===== src/design/pole_fir_cfg.svh =====
`ifndef POLE_FIR_CFG_SVH
`define POLE_FIR_CFG_SVH

// Samples arriving on dat_i every clock
`define PF_NSAMP 8

// Signed sample width
`define PF_SAMP_W 16

// Signed coefficient width, same as a DSP B port
`define PF_COEFF_W 18

// Accumulator and output width, wraps like a P register
`define PF_ACC_W 48

// Truncated previous sum that feeds a multiplier, A port sized
`define PF_ARG_W 30

// Coefficient fraction bits
// Unity term moves up by this, previous sums move down by it
`define PF_COEFF_FRAC 14

// Tap counts of the two compensating FIRs
`define PF_F_TAPS 6
`define PF_G_TAPS 7

// Bank selector codes on coeff_adr_i
`define PF_SEL_F 2'd0
`define PF_SEL_G 2'd1
`define PF_SEL_FX 2'd2
`define PF_SEL_GX 2'd3

`endif


===== src/design/pole_fir_pkg.sv =====
`include "pole_fir_cfg.svh"

package pole_fir_pkg;

    // One signed input sample
    typedef logic signed [`PF_SAMP_W-1:0] sample_t;

    // One signed coefficient
    typedef logic signed [`PF_COEFF_W-1:0] coeff_t;

    // Running sum of a chain, also the output format
    typedef logic signed [`PF_ACC_W-1:0] acc_t;

    // Previous sum shifted down and cut to multiplier width
    typedef logic signed [`PF_ARG_W-1:0] arg_t;

    // All samples of one clock, sample 0 in the low bits
    typedef sample_t [`PF_NSAMP-1:0] sample_vec_t;

    // Which coefficient bank a write goes to
    typedef logic [1:0] coeff_sel_t;

    // Decoded and registered coefficient control
    typedef struct packed {
        logic   f_wr;
        logic   g_wr;
        logic   fx_wr;
        logic   gx_wr;
        logic   update;
        coeff_t data;
    } coeff_wr_t;

endpackage


===== src/design/pole_cross_link.sv =====
`timescale 1ns/1ns
`include "pole_fir_cfg.svh"

module pole_cross_link (
    input  logic                  clk,
    input  logic                  rst_n_i,
    input  pole_fir_pkg::acc_t    f_sum_i,
    input  pole_fir_pkg::acc_t    g_sum_i,
    input  pole_fir_pkg::acc_t    f_filt_i,
    input  pole_fir_pkg::acc_t    g_filt_i,
    input  pole_fir_pkg::coeff_t  fx_coeff_i,
    input  pole_fir_pkg::coeff_t  gx_coeff_i,
    output pole_fir_pkg::acc_t    y0_o,
    output pole_fir_pkg::acc_t    y1_o
);

    // Chain sums held one more cycle so they line up with F and G
    pole_fir_pkg::acc_t f_sum_q;
    pole_fir_pkg::acc_t g_sum_q;

    // Truncated previous sums of the opposite chain
    pole_fir_pkg::arg_t f_arg;
    pole_fir_pkg::arg_t g_arg;

    pole_fir_pkg::acc_t y0_q;
    pole_fir_pkg::acc_t y1_q;

    assign f_arg = f_sum_q[`PF_COEFF_FRAC +: `PF_ARG_W];
    assign g_arg = g_sum_q[`PF_COEFF_FRAC +: `PF_ARG_W];

    // y0 takes g from the other chain, y1 takes f
    always_ff @(posedge clk or negedge rst_n_i) begin
        if (!rst_n_i) begin
            f_sum_q <= '0;
            g_sum_q <= '0;
            y0_q    <= '0;
            y1_q    <= '0;
        end else begin
            f_sum_q <= f_sum_i;
            g_sum_q <= g_sum_i;
            y0_q    <= f_filt_i + fx_coeff_i * g_arg;
            y1_q    <= g_filt_i + gx_coeff_i * f_arg;
        end
    end

    assign y0_o = y0_q;
    assign y1_o = y1_q;

endmodule


===== config.mk =====
export PLATFORM = sky130hd
export DESIGN_NAME = pole_cross_link
export DESIGN_NICKNAME = d
export VERILOG_FILES = /design/src/design/pole_fir_pkg.sv /design/src/design/pole_cross_link.sv
export VERILOG_INCLUDE_DIRS = /design/src /design/src/design
export SDC_FILE = /design/constraint.sdc
export NUM_CORES = 2
export LEC_CHECK = 0
export CORE_MARGIN = 1
export CORE_UTILIZATION = 57
export DETAILED_ROUTE_END_ITERATION = 8
export DONT_BUFFER_PORTS = 1
export PLACE_DENSITY_LB_ADDON = 0.1
export SETUP_SLACK_MARGIN = 0.3
export SLEW_MARGIN = 25
export SYNTH_ARGS = -nofsm -noshare
export SYNTH_HDL_FRONTEND = slang
export SYNTH_SLANG_ARGS = --single-unit

===== constraint.sdc =====
create_clock -name clk -period 15.9 [get_ports clk]
set_input_delay 0.795 -clock clk [delete_from_list [all_inputs] [get_ports clk]]
set_output_delay 0.795 -clock clk [all_outputs]
set_load 0.03 [all_outputs]

==> reports/qor.csv <==
stage,metric,value,unit
placement,numPortBuffers,0,
detailed_routing,drt_first_pass_iters,6,
critical_path,cp-startpoint,f_sum_q[22],
global_routing,track_usage,29.62,%
yosys,synthCells,4528,
layout,drive_gt1_share,1.072,%
job,timing.max_cap.violations,0,
yosys,syn_area,43880,um2
critical_path,arrival,8.26,ns
placement,gp_congestion,0.8679,
die,coreArea,76080,um2
sta,finalHoldViolCount,0,
critical_path,crit_required,16.34,ns
critical_path,r2r_setup_slack,8.08,ns
sta,fmax,0.1278,GHz
global_routing,first_global_vias,31810,
yosys,ys_async_sr_fraction,100.0,%
yosys,synthesis.nets,6162,
clock_network,cts-root-buf,clkbuf_16,
layout,nFillCells,6745,
clock_network,clk_pin_slew,0.08,ns
critical_path,r2r_cells,23,
sta,tightest_slew,0.9896,ns
clock_network,cts_setup_buffers,0,
yosys,yosysUniqueCellTypes,62,
critical_path,cp-end-kind,flip-flop,
sta,slew-limit-headroom,34.03,%
run_status,outcome,completed,
detailed_routing,viasPerCell,5.341,
layout,areaGrowthSynthToFinish,2.892,%
detailed_routing,drt_iter0_drc,1575,
critical_path,crit_type,flip-flop to flip-flop,
yosys,avgSynthCellArea,9.690,um2
critical_path,regToRegEndpoint,y1_o[46],
critical_path,start_kind,flip-flop,
clock_network,cts_sinks,156,
clock_network,h-tree-depth,4,
detailed_routing,avgRoutedWirePerCell,19.84,um
detailed_routing,drc_errors,0,
global_routing,grt_overflow_total,0,
layout,regArea,3904,um2
global_routing,grt_pass1_wl,175400,um
sta,slew_violations,0,
sta,setup_viol,0,
clock_network,cts_buffers,17,
detailed_routing,vias,28930,
clock_network,post_cts_resized,0,
placement,dp_hpwl,84760,um
detailed_routing,wirelength,107500,um
sta,fin_crit,7.822,ns
die,die_area,78090,um2
clock_network,cts_max_path_buffers,2,
yosys,synth_seq_area_share,8.897,%
layout,multi_input_area,35010,um2
sta,rsz0062_at_grt,no,
critical_path,worstPathMaxFanout,18,
sta,clock_skew,0.02285,ns
yosys,synth-seq-cells,156,
clock_network,worstSkewPairLatency,0.52,ns
die,placementRows,101,
yosys,ys.flop_type,dfrtp_1,
die,start_util,57.68,%
global_routing,grt_max_degree,157,
global_routing,antenna_found_initial,12,
sta,tns,0,ns
critical_path,timing.rr.start,f_sum_q[22],
die,die_w,279.4,um
die,dieHeight,279.4,um
min_path,hold_path.class,input pin to asynchronous set/reset pin,
sta,period_share,49.20,%
clock_network,cts_tree,done,
critical_path,endpoint,y1_o[46],
die,ios,326,
yosys,synth_enable_flop_cells,0,
detailed_routing,ant_nets,0,
clock_network,holdBufCountCts,1,
yosys,ys_warn_count,0,
layout,nNetsFinal,6005,
synth_stat cells (all sizes together) (6+ instances only):
cell type | count | area [um2]
a21oi | 79 | 395.4
a31oi | 13 | 87.58
and2 | 514 | 3216
o211ai | 11 | 82.58
nand2b | 18 | 112.6
clkbuf | 180 | 675.7
and3 | 6 | 37.54
o21ai | 57 | 285.3
o21a | 12 | 90.09
xor2 | 21 | 183.9
a211oi | 13 | 97.59
xnor2 | 87 | 762.0
nor2 | 110 | 412.9
nor2b | 6 | 37.54
o21bai | 14 | 105.1
nand2 | 561 | 2108
nor3 | 14 | 70.07
ha | 272 | 3403
fa | 1132 | 22660
inv | 1137 | 4268
dfrtp | 156 | 3904
nand3 | 16 | 80.08
a21o | 27 | 202.7
nand4 | 9 | 56.30
worst min path at each step:
stage / from / to / slack [ns] / depth (start not counted)
after floorplan: rst_n_i / f_sum_q[14] / 0.50 / 0
after global placement: rst_n_i / y1_o[9] / 0.50 / 0
after detailed placement: rst_n_i / y1_o[14] / 0.50 / 0
after CTS: g_sum_i[27] / g_sum_q[27] / 0.24 / 0
after global routing: g_sum_i[27] / g_sum_q[27] / 0.26 / 0
final: rst_n_i / y1_o[15] / 0.23 / 1
worst max-delay path, stage by stage (launching register included):
cell       delay [ns]
dfrtp_1          0.88
nand2_1          0.18
fa_1             0.58
inv_1            0.06
fa_1             0.50
inv_1            0.05
fa_1             0.47
fa_1             0.51
inv_1            0.04
ha_1             0.25
inv_1            0.04
fa_1             0.48
inv_1            0.04
ha_1             0.27
ha_1             0.47
o21ai_0          0.13
o21ai_0          0.66
nand4bb_1        0.40
nand4_1          0.29
nand3_1          0.31
a311oi_1         0.49
o21ai_0          0.17
a22oi_1          0.28
xor2_1           0.18
layout by cell type, fill, tap and decap left out, types with 4 or more instances in the layout:
| master | count |
|---|---|
| a41o_1 | 4 |
| xor2_1 | 21 |
| o21a_1 | 12 |
| o21bai_1 | 14 |
| nand2b_1 | 18 |
| clkbuf_16 | 17 |
| o211ai_1 | 11 |
| or3_1 | 5 |
| dfrtp_1 | 156 |
| nand2_1 | 560 |
| o41ai_1 | 5 |
| a211oi_1 | 13 |
| a211o_1 | 4 |
| nor2b_1 | 6 |
| and3_1 | 6 |
| nand3_1 | 16 |
| a21o_1 | 27 |
| xnor2_1 | 87 |
| nor3_1 | 14 |
| a21oi_1 | 79 |
| nor2_1 | 110 |
| and2_1 | 514 |
| a31oi_1 | 12 |
| fa_1 | 1132 |
| buf_4 | 5 |
| inv_6 | 6 |
| ha_1 | 272 |
| inv_1 | 1137 |
| nand4_1 | 9 |
| o21ai_0 | 57 |
cell families (layout without fill, tap and decap cells):
logic type | Yosys count | in the layout | share of synthesized area (%)
AND/OR/NAND/NOR | 1274 | 1274 | 14.32
flip-flops | 156 | 156 | 8.897
XOR/XNOR | 108 | 108 | 2.156
other | 0 | 3 | 0
buffers and inverters | 1320 | 1175 | 11.32
adder cells (fa/ha/maj) | 1404 | 1404 | 59.40
AO/OA/AOI/OAI | 265 | 265 | 3.881
multiplexers | 1 | 1 | 0.02281
metrics by stage:
| stage | setup WS, ns | area [um2] | hold slack, ns | utilization (%) | instances |
|---|---|---|---|---|---|
| 6_report | 8.078 | 45150 | 0.2331 | 59.34 | 5416 |
| 5_1_grt | 7.849 | 45140 | 0.2625 | 59.34 | 5414 |
| 4_1_cts | 8.201 | 45140 | 0.2395 | 59.33 | 5413 |
| 2_1_floorplan | 8.938 | 43880 | 0.4994 | - | 4528 |
| 3_5_place_dp | 7.929 | 44510 | 0.5050 | 58.51 | 5381 |
| 3_3_place_gp | 7.994 | 44510 | 0.5046 | 58.51 | 5381 |
registers in the layout, indices dropped and copies added, names as in the netlist:
name,cells
y0_o,48
y1_o,48
f_sum_q,30
g_sum_q,30
layout make-up:
| type | instances | share of cell area [%] |
|---|---|---|
| Clock inverter | 14 | 0.3908 |
| Sequential cell | 156 | 8.647 |
| Inverter | 1138 | 9.462 |
| Clock buffer | 17 | 0.9423 |
| Antenna cell | 3 | 0.01663 |
| Tap cell | 1030 | 2.855 |
| Timing Repair Buffer | 6 | 0.1441 |
| Multi-Input combinational cell | 3052 | 77.54 |
layer usage:
| metal | up-vias | share of wire (%) | track usage, % |
|---|---|---|---|
| met1 | 15170 | 42 | 39.72 |
| met5 | - | 0.13 | 0 |
| li1 | 12730 | - | - |
| met2 | 819 | 48 | 48.13 |
| met4 | 22 | 3.1 | 9.696 |
| met3 | 188 | 6.9 | 6.505 |
Power is not shown: default switching activity piles up to over one toggle a cycle in this logic, so the estimate is an artifact.
