`src/design/pole_fir_cfg.svh`:
```
`ifndef POLE_FIR_CFG_SVH
`define POLE_FIR_CFG_SVH

// Samples arriving on dat_i every clock
`define PF_NSAMP 8

// Signed sample width
`define PF_SAMP_W 16

// Signed coefficient width, same as a DSP B port
`define PF_COEFF_W 18

// Accumulator and output width, wraps like a P register
`define PF_ACC_W 48

// Truncated previous sum that feeds a multiplier, A port sized
`define PF_ARG_W 30

// Coefficient fraction bits
// Unity term moves up by this, previous sums move down by it
`define PF_COEFF_FRAC 14

// Tap counts of the two compensating FIRs
`define PF_F_TAPS 6
`define PF_G_TAPS 7

// Bank selector codes on coeff_adr_i
`define PF_SEL_F 2'd0
`define PF_SEL_G 2'd1
`define PF_SEL_FX 2'd2
`define PF_SEL_GX 2'd3

`endif

```
`src/design/pole_fir_pkg.sv`:
```
`include "pole_fir_cfg.svh"

package pole_fir_pkg;

    // One signed input sample
    typedef logic signed [`PF_SAMP_W-1:0] sample_t;

    // One signed coefficient
    typedef logic signed [`PF_COEFF_W-1:0] coeff_t;

    // Running sum of a chain, also the output format
    typedef logic signed [`PF_ACC_W-1:0] acc_t;

    // Previous sum shifted down and cut to multiplier width
    typedef logic signed [`PF_ARG_W-1:0] arg_t;

    // All samples of one clock, sample 0 in the low bits
    typedef sample_t [`PF_NSAMP-1:0] sample_vec_t;

    // Which coefficient bank a write goes to
    typedef logic [1:0] coeff_sel_t;

    // Decoded and registered coefficient control
    typedef struct packed {
        logic   f_wr;
        logic   g_wr;
        logic   fx_wr;
        logic   gx_wr;
        logic   update;
        coeff_t data;
    } coeff_wr_t;

endpackage

```
`src/design/pole_coeff_regs.sv`:
```
`timescale 1ns/1ns
`include "pole_fir_cfg.svh"

module pole_coeff_regs (
    input  logic                                    clk,
    input  logic                                    rst_n_i,
    input  pole_fir_pkg::coeff_sel_t                coeff_adr_i,
    input  logic                                    coeff_wr_i,
    input  logic                                    coeff_update_i,
    input  pole_fir_pkg::coeff_t                    coeff_dat_i,
    output pole_fir_pkg::coeff_t [`PF_F_TAPS:0]     f_coeff_o,
    output pole_fir_pkg::coeff_t [`PF_G_TAPS:0]     g_coeff_o,
    output pole_fir_pkg::coeff_t                    fx_coeff_o,
    output pole_fir_pkg::coeff_t                    gx_coeff_o
);

    // Strobes and data one cycle after the port
    pole_fir_pkg::coeff_wr_t wr_q;

    // Shadow banks take writes, active banks drive the arithmetic
    // Position 0 is tap 0, the top position is the tail coefficient
    pole_fir_pkg::coeff_t [`PF_F_TAPS:0] f_shadow_q;
    pole_fir_pkg::coeff_t [`PF_F_TAPS:0] f_active_q;
    pole_fir_pkg::coeff_t [`PF_G_TAPS:0] g_shadow_q;
    pole_fir_pkg::coeff_t [`PF_G_TAPS:0] g_active_q;
    pole_fir_pkg::coeff_t fx_shadow_q;
    pole_fir_pkg::coeff_t fx_active_q;
    pole_fir_pkg::coeff_t gx_shadow_q;
    pole_fir_pkg::coeff_t gx_active_q;

    // Address decode, registered once
    always_ff @(posedge clk or negedge rst_n_i) begin
        if (!rst_n_i) begin
            wr_q <= '0;
        end else begin
            wr_q.f_wr   <= coeff_wr_i && (coeff_adr_i == `PF_SEL_F);
            wr_q.g_wr   <= coeff_wr_i && (coeff_adr_i == `PF_SEL_G);
            wr_q.fx_wr  <= coeff_wr_i && (coeff_adr_i == `PF_SEL_FX);
            wr_q.gx_wr  <= coeff_wr_i && (coeff_adr_i == `PF_SEL_GX);
            wr_q.update <= coeff_update_i;
            wr_q.data   <= coeff_dat_i;
        end
    end

    // Shadow cascade: new word lands in position 0, older words move toward the tail
    // Update copies every shadow into its active register on the same edge
    always_ff @(posedge clk or negedge rst_n_i) begin
        if (!rst_n_i) begin
            f_shadow_q  <= '0;
            g_shadow_q  <= '0;
            fx_shadow_q <= '0;
            gx_shadow_q <= '0;
            f_active_q  <= '0;
            g_active_q  <= '0;
            fx_active_q <= '0;
            gx_active_q <= '0;
        end else begin
            if (wr_q.f_wr) begin
                f_shadow_q <= {f_shadow_q[`PF_F_TAPS-1:0], wr_q.data};
            end
            if (wr_q.g_wr) begin
                g_shadow_q <= {g_shadow_q[`PF_G_TAPS-1:0], wr_q.data};
            end
            if (wr_q.fx_wr) begin
                fx_shadow_q <= wr_q.data;
            end
            if (wr_q.gx_wr) begin
                gx_shadow_q <= wr_q.data;
            end
            // Active set sees the shadows as they were before this edge
            if (wr_q.update) begin
                f_active_q  <= f_shadow_q;
                g_active_q  <= g_shadow_q;
                fx_active_q <= fx_shadow_q;
                gx_active_q <= gx_shadow_q;
            end
        end
    end

    assign f_coeff_o  = f_active_q;
    assign g_coeff_o  = g_active_q;
    assign fx_coeff_o = fx_active_q;
    assign gx_coeff_o = gx_active_q;

endmodule

```
`config.mk`:
```
export PLATFORM = sky130hd
export DESIGN_NAME = pole_coeff_regs
export DESIGN_NICKNAME = d
export VERILOG_FILES = /design/src/design/pole_fir_pkg.sv /design/src/design/pole_coeff_regs.sv
export VERILOG_INCLUDE_DIRS = /design/src /design/src/design
export SDC_FILE = /design/constraint.sdc
export NUM_CORES = 1
export LEC_CHECK = 0
export BUFFER_PORTS_ARGS = -buffer_cell sky130_fd_sc_hd__buf_2
export CORE_UTILIZATION = 25
export DETAILED_ROUTE_END_ITERATION = 10
export HOLD_SLACK_MARGIN = 0.1
export MAX_ROUTING_LAYER = met4
export SLEW_MARGIN = 5
export SYNTH_ARGS = -nofsm -noshare
export SYNTH_HDL_FRONTEND = slang
export SYNTH_SLANG_ARGS = --single-unit
```
`constraint.sdc`:
```
create_clock -name clk -period 1.5 [get_ports clk]
set_input_delay 0.3 -clock clk [delete_from_list [all_inputs] [get_ports clk]]
set_output_delay 0.3 -clock clk [all_outputs]
set_load 0.02 [all_outputs]
```
==> impl_table.tex <==
\begin{tabular}{lr}
\hline
Metric & Value \\
\hline
\multicolumn{2}{l}{\textbf{Outcome}} \\
Status & complete, but fails checks \\
Failing checks & negative setup slack \\
\multicolumn{2}{l}{\textbf{Synthesis}} \\
Cell count after synthesis & approximately 1,300 \\
Biggest area contributors in the synthesized netlist & sky130\_fd\_sc\_hd\_\_dfrtp\_1 65\%, sky130\_fd\_sc\_hd\_\_mux2\_2 17\%, sky130\_fd\_sc\_hd\_\_mux2\_4 15\% \\
Count of yosys warnings during synthesis & 0 \\
Post-synthesis register bit count & $\sim$640 \\
Portion of the post-synthesis area used by sequential elements & between 60\% and 70\% \\
Post-synthesis instance area & roughly 24,000 µm² \\
Fraction of post-synthesis cell area in the top cell type by area & between 60\% and 70\% \\
Syn nets & $\sim$1,300 \\
Cell type contributing the most total cell area after synthesis & sky130\_fd\_sc\_hd\_\_dfrtp\_1 \\
Synth Area per Inst & approximately 18 µm² \\
Count of unique library cells instantiated by Yosys & 8 \\
\multicolumn{2}{l}{\textbf{CTS}} \\
Clock Sinks & about 640 \\
Number of buffers on the longest clock path & 3 \\
Clock insertion delay at the later pin of the skew report & around 630 ps \\
H-tree levels & 3 \\
Root buffer cell & sky130\_fd\_sc\_hd\_\_clkbuf\_16 \\
Clk pin slew, worst setup/hold paths & approximately 60 ps \\
Total CTS buffers & 73 \\
Clock tree from TritonCTS & yes \\
\multicolumn{2}{l}{\textbf{Worst setup path}} \\
Destination of the worst register-to-register timing path & gx\_coeff\_o[16] \\
CP required & around 1200 ps \\
Worst r2r path cells & 3 \\
Cell family with most CP delay & flip-flops \\
Arrival time of the worst setup path & around 1200 ps \\
Standard cell with the maximum stage delay on the critical path & sky130\_fd\_sc\_hd\_\_dfrtp\_1 \\
Crit path capture & g\_coeff\_o[40] \\
Reg2Reg Launch Point & wr\_q[18] \\
Critical path's largest stage delay & $\sim$440 ps \\
Endpoint class of the critical path & output pin \\
Setup slack, reg-to-reg & approximately 100 ps \\
CP Class & reg2out \\
Worst setup path startpoint & g\_coeff\_o[40] \\
Worst Path Max Fanout & 2 \\
Critical path startpoint category & register \\
CP cell instances & buf\_6 \\
Number of buffers and inverters on the critical path & 1 \\
Cell depth of the worst setup path & 1 \\
\multicolumn{2}{l}{\textbf{Final layout}} \\
Multi-input logic area & around 7800 µm² \\
Diode count & 0 \\
Fraction of final layout cells sized beyond drive strength 1 & approximately 67\% \\
Post-layout utilization of the core & 35.61\% \\
Commonest non-fill, non-tap cell in the layout & sky130\_fd\_sc\_hd\_\_dfrtp\_1 \\
Filler Cell Count & between 8,000 and 9,000 \\
Commonest cells after routing, fill and taps aside & 632 x sky130\_fd\_sc\_hd\_\_dfrtp\_1, 372 x sky130\_fd\_sc\_hd\_\_mux2\_2, 305 x sky130\_fd\_sc\_hd\_\_buf\_6 \\
Layout overhead on the synthesized area & 41.43\% \\
Storage element area & around 16,000 µm² \\
Number of nets at the end of the flow & 2,004 \\
\multicolumn{2}{l}{\textbf{GRT}} \\
Total gr overflow & 0 \\
Vias in the first global route & between 10,000 and 15,000 \\
First-pass GRT wire length & about 94,000 µm \\
Number of antenna violations at the first check in global routing & 2 \\
Most heavily used metal layer in global routing & met2 \\
Met3 usage in global routing & $\sim$3.0\% \\
Met2 GRT Util & approximately a fifth \\
Global-route track usage on met1 & between 10\% and 20\% \\
GRT Resource Usage Total & 12.97\% \\
Pin count of the biggest net entering global routing & 90 \\
\multicolumn{2}{l}{\textbf{Power and ir drop}} \\
Worst IR Drop VDD & just over 0.001 V \\
Sw Share & a little under a third \\
Comb power frac & 34.9\% \\
Total leakage power & between 15 and 20 nW \\
P\_int & 0.05014 W \\
Switching power & between 0.02 and 0.025 W \\
Clk network pwr share & between 20\% and 30\% \\
Power density over the cells & about 2100 nW/µm² \\
Sequential power share & 40.6\% \\
\multicolumn{2}{l}{\textbf{STA}} \\
Highest clock frequency the design can meet & roughly 660 MHz \\
Final Hold Vio Count & 0 \\
Final critical delay including setup and external delays & roughly 1500 ps \\
Final setup violation count & 2 \\
Final worst clock skew & 17.77 ps \\
Setup slack after layout & -22.17 ps \\
Max\_slew headroom & 66.46\% \\
Max-slew violation count & 0 \\
Period utilisation layout & 101.5\% \\
Total negative setup slack & -33.76 ps \\
Slew at the pin closest to its max-slew limit & around 500 ps \\
Unrepaired setup endpoints after global routing & true \\
\multicolumn{2}{l}{\textbf{Detailed routing}} \\
Drt pass-1 iters & 4 \\
Vias & between 10,000 and 15,000 \\
DR DRC count & 0 \\
Wire per inst & 18.68 µm \\
Final routed wirelength across all metal layers & 61,810 µm \\
Via density per instance & $\sim$4.1 \\
DRT antenna net count & 0 \\
Violation count after the first detailed-routing iteration & $\sim$580 \\
\multicolumn{2}{l}{\textbf{Die}} \\
Count of pins on the block boundary & between 300 and 400 \\
Overall die width & between 300 and 400 µm \\
Floorplan row count & 114 \\
Area of the die & around 99,000 µm² \\
Starting Density & around 25\% \\
Vertical die dimension & between 300 and 400 µm \\
Floorplan Core Area & approximately 97,000 µm² \\
\multicolumn{2}{l}{\textbf{Worst hold path}} \\
Hold Path Class & in2async \\
\multicolumn{2}{l}{\textbf{Placement}} \\
Routability-driven placement congestion ratio & approximately 0.79 \\
Post-detail-place hpwl & between 40,000 and 50,000 µm \\
Count of port buffers added during placement & between 300 and 400 \\
\multicolumn{2}{l}{\textbf{Flow run}} \\
Count of max-cap constraint violations & 0 \\
\hline
\end{tabular}
stage by stage:
step	cells	worst slack (ps)	power [W]	hold WS (ps)	instance area, µm²
after floorplan	1319	317.9	0.03912	4.409	24320
after global routing	3308	-69.88	0.07630	160.2	34390
after global placement	2933	119.2	0.04644	208.7	28140
final	3308	-22.17	0.07282	160.8	34390
after detailed placement	2933	98.48	0.04703	202.6	28140
after CTS	3243	-79.00	0.07255	102.2	33900
per-layer routing:
| metal | up-vias | share of wire, % |
|---|---|---|
| met4 | 0 | 3.2 |
| li1 | 6012 | - |
| met3 | 99 | 4.9 |
| met1 | 7068 | 43 |
| met2 | 260 | 49 |
| met5 | - | 0 |
state kept, by name (all words and copies together) (netlist names):
signal,cells
gx_shadow_q,18
f_coeff_o,126
g_coeff_o,144
fx_coeff_o,18
g_shadow_q,144
fx_shadow_q,18
gx_coeff_o,18
f_shadow_q,126
wr_q,23
synth_stat cells (all sizes together):
cell type,number
dfrtp,635
mux2,612
buf,68
and3b,2
and3,1
nor3b,1
cells by family (layout without fill, tap and decap cells):
kind of cell / after synthesis / after routing / synth area share [%]
DFF: 635 / 635 / 65.35
buffers and inverters: 68 / 781 / 2.480
muxes: 612 / 612 / 32.05
and+or+nand+nor: 4 / 4 / 0.1287
cell type report:
cell class	instances	share of cell area [%]
clock inverters	21	0.7859
multi-input cells	616	22.75
flip-flops and latches	635	46.24
well taps	1276	4.642
clock buffers	106	6.232
repair buffers	654	19.35
how the worst min path moves through the flow:
stage,start,slack (ps),end,cells after the start
finish,rst_n_i,160,wr_q[16],2
global route,rst_n_i,160,gx_coeff_o[10],2
global placement,rst_n_i,210,gx_coeff_o[11],1
CTS,rst_n_i,100,gx_coeff_o[10],2
detailed placement,rst_n_i,200,gx_coeff_o[11],1
floorplan,rst_n_i,4,f_coeff_o[0],0
power groups by stage:
stage	clock (W)	combinational (W)	sequential, W
6_report	0.0179	0.0254	0.0296
2_1_floorplan	0	0.00791	0.0312
4_1_cts	0.0185	0.0245	0.0296
5_1_grt	0.0191	0.0267	0.0304
3_3_place_gp	0	0.0175	0.0290
3_5_place_dp	0	0.0178	0.0292
what timing repair did:
| action | 4_1_cts | 5_1_grt |
|---|---|---|
| setup buffers | 158 | 65 |
| endpoints found under the setup margin | 305 | 266 |
| hold endpoints to repair | 444 | 0 |
| resized for setup | 608 | 2 |
| hold buffers | 25 | 0 |
(Power assumes the default switching activity.)
