### config.mk
export PLATFORM = sky130hd
export DESIGN_NAME = sample_skew
export DESIGN_NICKNAME = d
export VERILOG_FILES = /design/src/design/pole_fir_pkg.sv /design/src/design/sample_skew.sv
export VERILOG_INCLUDE_DIRS = /design/src /design/src/design
export SDC_FILE = /design/constraint.sdc
export NUM_CORES = 1
export LEC_CHECK = 0
export BUFFER_PORTS_ARGS = -buffer_cell sky130_fd_sc_hd__buf_4
export CAP_MARGIN = 30
export CELL_PAD_IN_SITES_DETAIL_PLACEMENT = 1
export CELL_PAD_IN_SITES_GLOBAL_PLACEMENT = 1
export CORE_MARGIN = 3
export CORE_UTILIZATION = 35
export CTS_CLUSTER_DIAMETER = 150
export DETAILED_ROUTE_END_ITERATION = 6
export PLACE_DENSITY = 0.78
export RECOVER_POWER = 50
export SYNTH_ARGS = -nofsm -noshare
export SYNTH_HDL_FRONTEND = slang
export SYNTH_SLANG_ARGS = --single-unit
### constraint.sdc
create_clock -name clk -period 1.6 [get_ports clk]
set_input_delay 0.32 -clock clk [delete_from_list [all_inputs] [get_ports clk]]
set_output_delay 0.32 -clock clk [all_outputs]
set_load 0.03 [all_outputs]
### src/design/pole_fir_cfg.svh
`ifndef POLE_FIR_CFG_SVH
`define POLE_FIR_CFG_SVH

// Samples arriving on dat_i every clock
`define PF_NSAMP 8

// Signed sample width
`define PF_SAMP_W 16

// Signed coefficient width, same as a DSP B port
`define PF_COEFF_W 18

// Accumulator and output width, wraps like a P register
`define PF_ACC_W 48

// Truncated previous sum that feeds a multiplier, A port sized
`define PF_ARG_W 30

// Coefficient fraction bits
// Unity term moves up by this, previous sums move down by it
`define PF_COEFF_FRAC 14

// Tap counts of the two compensating FIRs
`define PF_F_TAPS 6
`define PF_G_TAPS 7

// Bank selector codes on coeff_adr_i
`define PF_SEL_F 2'd0
`define PF_SEL_G 2'd1
`define PF_SEL_FX 2'd2
`define PF_SEL_GX 2'd3

`endif

### src/design/pole_fir_pkg.sv
`include "pole_fir_cfg.svh"

package pole_fir_pkg;

    // One signed input sample
    typedef logic signed [`PF_SAMP_W-1:0] sample_t;

    // One signed coefficient
    typedef logic signed [`PF_COEFF_W-1:0] coeff_t;

    // Running sum of a chain, also the output format
    typedef logic signed [`PF_ACC_W-1:0] acc_t;

    // Previous sum shifted down and cut to multiplier width
    typedef logic signed [`PF_ARG_W-1:0] arg_t;

    // All samples of one clock, sample 0 in the low bits
    typedef sample_t [`PF_NSAMP-1:0] sample_vec_t;

    // Which coefficient bank a write goes to
    typedef logic [1:0] coeff_sel_t;

    // Decoded and registered coefficient control
    typedef struct packed {
        logic   f_wr;
        logic   g_wr;
        logic   fx_wr;
        logic   gx_wr;
        logic   update;
        coeff_t data;
    } coeff_wr_t;

endpackage

### src/design/sample_skew.sv
`timescale 1ns/1ns
`include "pole_fir_cfg.svh"

module sample_skew (
    input  logic                                     clk,
    input  logic                                     rst_n_i,
    input  pole_fir_pkg::sample_vec_t                dat_i,
    output pole_fir_pkg::sample_t [`PF_F_TAPS-1:0]   f_tap_o,
    output pole_fir_pkg::sample_t [`PF_G_TAPS-1:0]   g_tap_o
);

    // Head of the g chain multiplies x[0] straight off the input
    assign g_tap_o[0] = dat_i[0];

    // One line per sample x[j+2], j+1 registers long
    // f tap j wants delay j, g tap j+1 wants delay j+1, so the g tap
    // is just one register further down the same line
    for (genvar j = 0; j < `PF_F_TAPS; j++) begin : g_line
        pole_fir_pkg::sample_t [j:0] dly_q;

        always_ff @(posedge clk or negedge rst_n_i) begin
            if (!rst_n_i) begin
                dly_q <= '0;
            end else begin
                dly_q[0] <= dat_i[j+2];
                for (int d = 1; d <= j; d++) begin
                    dly_q[d] <= dly_q[d-1];
                end
            end
        end

        // First f tap has no delay at all
        if (j == 0) begin : g_direct
            assign f_tap_o[j] = dat_i[j+2];
        end else begin : g_delayed
            assign f_tap_o[j] = dly_q[j-1];
        end

        assign g_tap_o[j+1] = dly_q[j];
    end

endmodule

==> results of run 1 <==
## cell usage after synthesis
master,n
buf_4,160
dfrtp_1,336
## cells by family (layout without fill, tap and decap cells)
family / after synthesis / in the layout / share of synthesized area
other: 0 / 1 / 0
buffers and inverters: 160 / 459 / 0.125
DFF: 336 / 336 / 0.875
## worst max-delay path by stage
stage	startpoint	endpoint	slack (ns)	depth (start not counted)
after floorplan	f_tap_o[32]$_DFF_PN0_	f_tap_o[32]	0.77	1
after global placement	rst_n_i	f_tap_o[59]$_DFF_PN0_	0.65	2
after detailed placement	rst_n_i	g_tap_o[65]$_DFF_PN0_	0.61	2
after CTS	dat_i[39]	f_tap_o[7]	0.09	3
after global routing	dat_i[39]	f_tap_o[7]	0.04	3
final	dat_i[39]	f_tap_o[7]	0.07	3
## state kept, by name, summed over array words and instances (netlist names)
register      flops
g_tap_o          80
g_line.dly_q    176
f_tap_o          80
## stage by stage
step	instance area [sq um]	setup slack (ns)	instances
floorplan	9610	0.770	496
global placement	11200	0.647	981
detailed placement	11200	0.612	981
CTS	13200	0.0942	1136
global route	13200	0.0363	1136
finish	13200	0.0735	1137
## critical path, stage by stage
cell,delay [ns]
dlygate4sd3_1,0.56
clkbuf_1,0.15
buf_4,0.18
## metal layers
layer,track usage,part of all wire
met4,0.0455,0.024
met1,0.147,0.36
met3,0.0460,0.089
met2,0.229,0.52
met5,0,0.00067
## area by class of cell
| type | instances | area, sq um | share of cell area |
|---|---|---|---|
| antenna | 1 | 2.50 | 0.000190 |
| clock buffer | 53 | 1040 | 0.0787 |
| clock inverter | 5 | 37.5 | 0.00285 |
| sequential | 336 | 8410 | 0.638 |
| tap | 341 | 427 | 0.0324 |
| timing repair buffer | 401 | 3260 | 0.247 |
## power by group
group          internal, mW  leakage (nW)  switching [mW]
combinational         0.624          1.83           0.889
clock                  4.46         0.518            3.05
sequential             8.93          3.92           0.161
total                  14.0          6.27            4.10
==> impl_metrics.yaml, run 1 <==
clock_network:
  cts_buffers: 35
  postCtsSetupBuffers: 0
  cts_resized: 0
  insertion_delay_ns: 0.49
  cts_hold_buf: 97
  clk_pin_slew_ns: 0.06
  cts-root-buf: "clkbuf_16"
  cts_tree: "yes"
  clk_path_buf_depth: 3
  cts_max_level: 2
  clock-sinks: 336
pwr:
  leakagePower_nw: 6.27
  ir_drop_mv: 0.912
  total_power_mw: 18.1
  powerDensity_mw_per_mm2: 1380
synthesis:
  ys_seq_area_frac: 0.875
  ys_warn_count: 0
  yosysUniqueCellTypes: 2
  postSynthCellCount: 496
  ys_ff_latch: 336
  synth_top_area_frac: 0.875
  mappedNetlistArea_sq_mm: 0.00961
  yosysTopAreaCell: "dfrtp_1"
  avgSynthCellArea_sq_um: 19.4
  synth_area_leaders: "dfrtp_1 88%, buf_4 13%"
  syn_nets: 626
finish:
  final_nets: 904
  syn2layout_area_growth_pct: 37.0
  drive_gt1_frac: 0.433
  nFillCells: 2529
  multi_input_cells: 0
  multi_input_area_sq_um: 0
  layout_commonest_cell: "dfrtp_1"
  final_core_util: 0.489
  layout_common_cells: "336 x dfrtp_1, 199 x buf_4, 97 x dlygate4sd3_1"
place:
  io_buffer_count: 289
  dpl.hpwl_microns: 12500
  gp_congestion: 0.716
worst_setup_path:
  worst_r2r_endpoint: "g_tap_o[61]$_DFF_PN0_"
  worstSetupStartpointType: "input pin"
  required_ns: 1.28
  end_kind: "output port"
  rrSetupSlack_ns: 1.05
  cp.arrival_ns: 1.21
  crit_fanout: 2
  worstSetupPathType: "in2out"
  r2r_start: "f_tap_o[45]$_DFF_PN0_"
  r2r_cells: 0
routing:
  via_per_inst: 3.90
  ant_nets: 0
  routedWlPerCell_microns: 17.1
  routed_wirelength_microns: 19400
  drc: 0
  drtIter0Drc: 176
  vias: 4434
  dr.pass1.iters: 3
timing:
  rsz0062_at_grt: "false"
  hold_viol_final: 0
  hold_ws_ns: 0.342
  max_freq_mhz: 655
  worst_slew_pin_slew_ns: 0.844
  finalCritPeriodShare: 0.954
  fin_tns_setup_ns: 0
  period_needed_ns: 1.53
  setup_viol: 0
  finClkSkew_ns: 0.00963
  relSlewSlack: 0.437
  drv_slew: 0
floorplanning:
  dieHeight_microns: 172
  die-width_microns: 172
  num_rows: 60
  dieArea_sq_mm: 0.0295
  fp.coreArea_sq_mm: 0.0270
  ios: 338
  initial_core_util: 0.357
flow_run:
  maxCapViolCount: 0
global_route:
  overflow: 0
  antenna_found_initial: 2
  grt_pass1_vias: 5371
  grt_pass1_wl_microns: 29600
  gr-usage-all-layers: 0.130
  grt_start_max_net_pins: 51
min_path:
  worstHoldEndpoint: "f_tap_o[32]$_DFF_PN0_"
  hold_depth: 0
  min_from: "g_line[2].dly_q[0]$_DFF_PN0_"
  hp-class: "reg2reg"
status:
  status: "complete, no violations"
No activity file was read; power rests on OpenSTA's default activity.
==> run 2, diff against run 1 <==
--- a/config.mk
+++ b/config.mk
@@ -14,6 +14,8 @@
 export CORE_UTILIZATION = 35
 export CTS_CLUSTER_DIAMETER = 150
 export DETAILED_ROUTE_END_ITERATION = 6
+export HOLD_SLACK_MARGIN = 0.08
+export MAX_ROUTING_LAYER = met4
 export PLACE_DENSITY = 0.78
 export RECOVER_POWER = 50
 export SYNTH_ARGS = -nofsm -noshare
==> run 2 against run 1 <==
Routed wire length is 0.12% lower. Sequential cell count stayed put. Combinational power hardly changed. Largest power group unchanged. Via count is 0.23% higher. Non-clock buffer count stayed put. Register-to-register slack hardly changed. Global-route usage is 0.43 points higher. Worst hold slack hardly changed. Largest cell class unchanged.
==> impl_metrics.yaml, run 2 (synthesis results as in run 1) <==
status:
  status: "complete, no violations"
place:
  gp_congestion: 0.727
  io_buffer_count: 289
  dp_cells: 981
  dpl.hpwl_microns: 12500
clock_network:
  cts-root-buf: "clkbuf_16"
  clk_pin_slew_ns: 0.06
  clk_path_buf_depth: 3
  cts_buffers: 35
  insertion_delay_ns: 0.50
  postCtsSetupBuffers: 0
  clock-sinks: 336
  cts_max_level: 2
  cts_tree: "yes"
pwr:
  p_comb_frac: 0.084
  p_sw_mw: 4.10
  powerDensity_mw_per_mm2: 1380
  clkPwrFrac: 0.415
  seq_power_share: 0.502
  intPower_mw: 14.0
  p_sw_frac: 0.226
  ir_drop_mv: 0.904
  leakagePower_nw: 6.27
  total_power_mw: 18.1
routing:
  drc: 0
  drtIter0Drc: 165
  met3_length_microns: 1480
  drt-met1-wl_microns: 7270
  via_per_inst: 3.91
  routedWlPerCell_microns: 17.0
  routed_wirelength_microns: 19400
  dr.pass1.iters: 4
  dr_wl_met2_microns: 10100
  vias: 4444
  ant_nets: 0
  top_layer: "met4"
timing:
  max_freq_mhz: 642
  worst_slew_pin_slew_ns: 0.841
  rsz0062_at_grt: "false"
  setup_viol: 0
  finalCritPeriodShare: 0.973
  hold_ws_ns: 0.342
  drv_slew: 0
  finClkSkew_ns: 0.0114
  hold_viol_final: 0
  relSlewSlack: 0.439
  period_needed_ns: 1.56
  fin_tns_setup_ns: 0
min_path:
  hp-class: "reg2reg"
finish:
  syn2layout_area_growth_pct: 37.1
  multi_input_cells: 0
  regMostFlops: "g_line.dly_q"
  fin_cells: 1138
  layout_commonest_cell: "dfrtp_1"
  layout_common_cells: "336 x dfrtp_1, 199 x buf_4, 97 x dlygate4sd3_1"
  multi_input_area_sq_um: 0
  largest_register_ffs: 176
  drive_gt1_frac: 0.433
  final_nets: 904
worst_setup_path:
  rrSetupSlack_ns: 1.06
  worstSetupPathType: "in2out"
  crit_fanout: 2
  end_kind: "output port"
  required_ns: 1.28
  cp.arrival_ns: 1.24
  worstSetupStartpointType: "input pin"
global_route:
  antenna_found_initial: 2
  overflow: 0
  grt_pass1_vias: 5361
  grt_pass1_wl_microns: 29600
  gr-usage-all-layers: 0.135
  grt_start_max_net_pins: 51
floorplanning:
  initial_core_util: 0.357
  die-width_microns: 172
  fp.coreArea_sq_mm: 0.0270
  ios: 338
  dieArea_sq_mm: 0.0295
  dieHeight_microns: 172
  num_rows: 60
flow_run:
  maxCapViolCount: 0
[run 2: changes by cell type in the layout (fill, tap and decap cells not counted)]
cell,delta
diode_2,+1
[run 2: power groups by stage]
stage | clock [mW] | sequential, mW | combinational [mW]
after floorplan | 0 | 9.31 | 0.745
after global placement | 0 | 9.22 | 1.33
after detailed placement | 0 | 9.25 | 1.36
after CTS | 7.75 | 9.10 | 1.56
after global routing | 8.17 | 9.14 | 1.61
final | 7.51 | 9.09 | 1.51
[run 2: final timing paths]
path | cells past startpoint | end | from
max in group asynchronous | 3 | g_line[3].dly_q[4]$_DFF_PN0_ | rst_n_i
worst min-delay path | 0 | f_tap_o[32]$_DFF_PN0_ | g_line[2].dly_q[0]$_DFF_PN0_
worst max register to register | 0 | g_tap_o[61]$_DFF_PN0_ | f_tap_o[45]$_DFF_PN0_
worst min register to register | 0 | f_tap_o[32]$_DFF_PN0_ | g_line[2].dly_q[0]$_DFF_PN0_
worst max-delay path | 3 | f_tap_o[7] | dat_i[39]
min in group asynchronous | 2 | g_line[3].dly_q[18]$_DFF_PN0_ | rst_n_i
[run 2: area by class of cell]
cell class	count	area, sq um
clock buffer	53	1040
timing repair buffer	401	3260
fill	2529	13800
clock inverter	5	37.5
tap	341	427
antenna	2	5.00
sequential	336	8410
[run 2: worst max-delay path, cell delays in order]
cell	delay, ns
dlygate4sd3_1	0.57
clkbuf_1	0.16
buf_4	0.18
[run 2: what timing repair did]
item	4_1_cts	5_1_grt
gates resized for setup	0	0
hold buffers	97	0
endpoints found under the hold margin	131	0
[run 2: through the flow]
stage                util  setup WS [ns]  cell area, sq um
floorplan               -          0.770              9610
detailed placement  0.415          0.612             11200
finish              0.489         0.0425             13200
CTS                 0.490         0.0942             13200
global placement    0.415          0.647             11200
global route        0.489         0.0363             13200
[run 2: layer usage]
metal,track usage,vias up
li1,-,1921
met1,0.154,2255
met2,0.229,229
met3,0.0382,39
met4,0.0455,0
met5,-,-
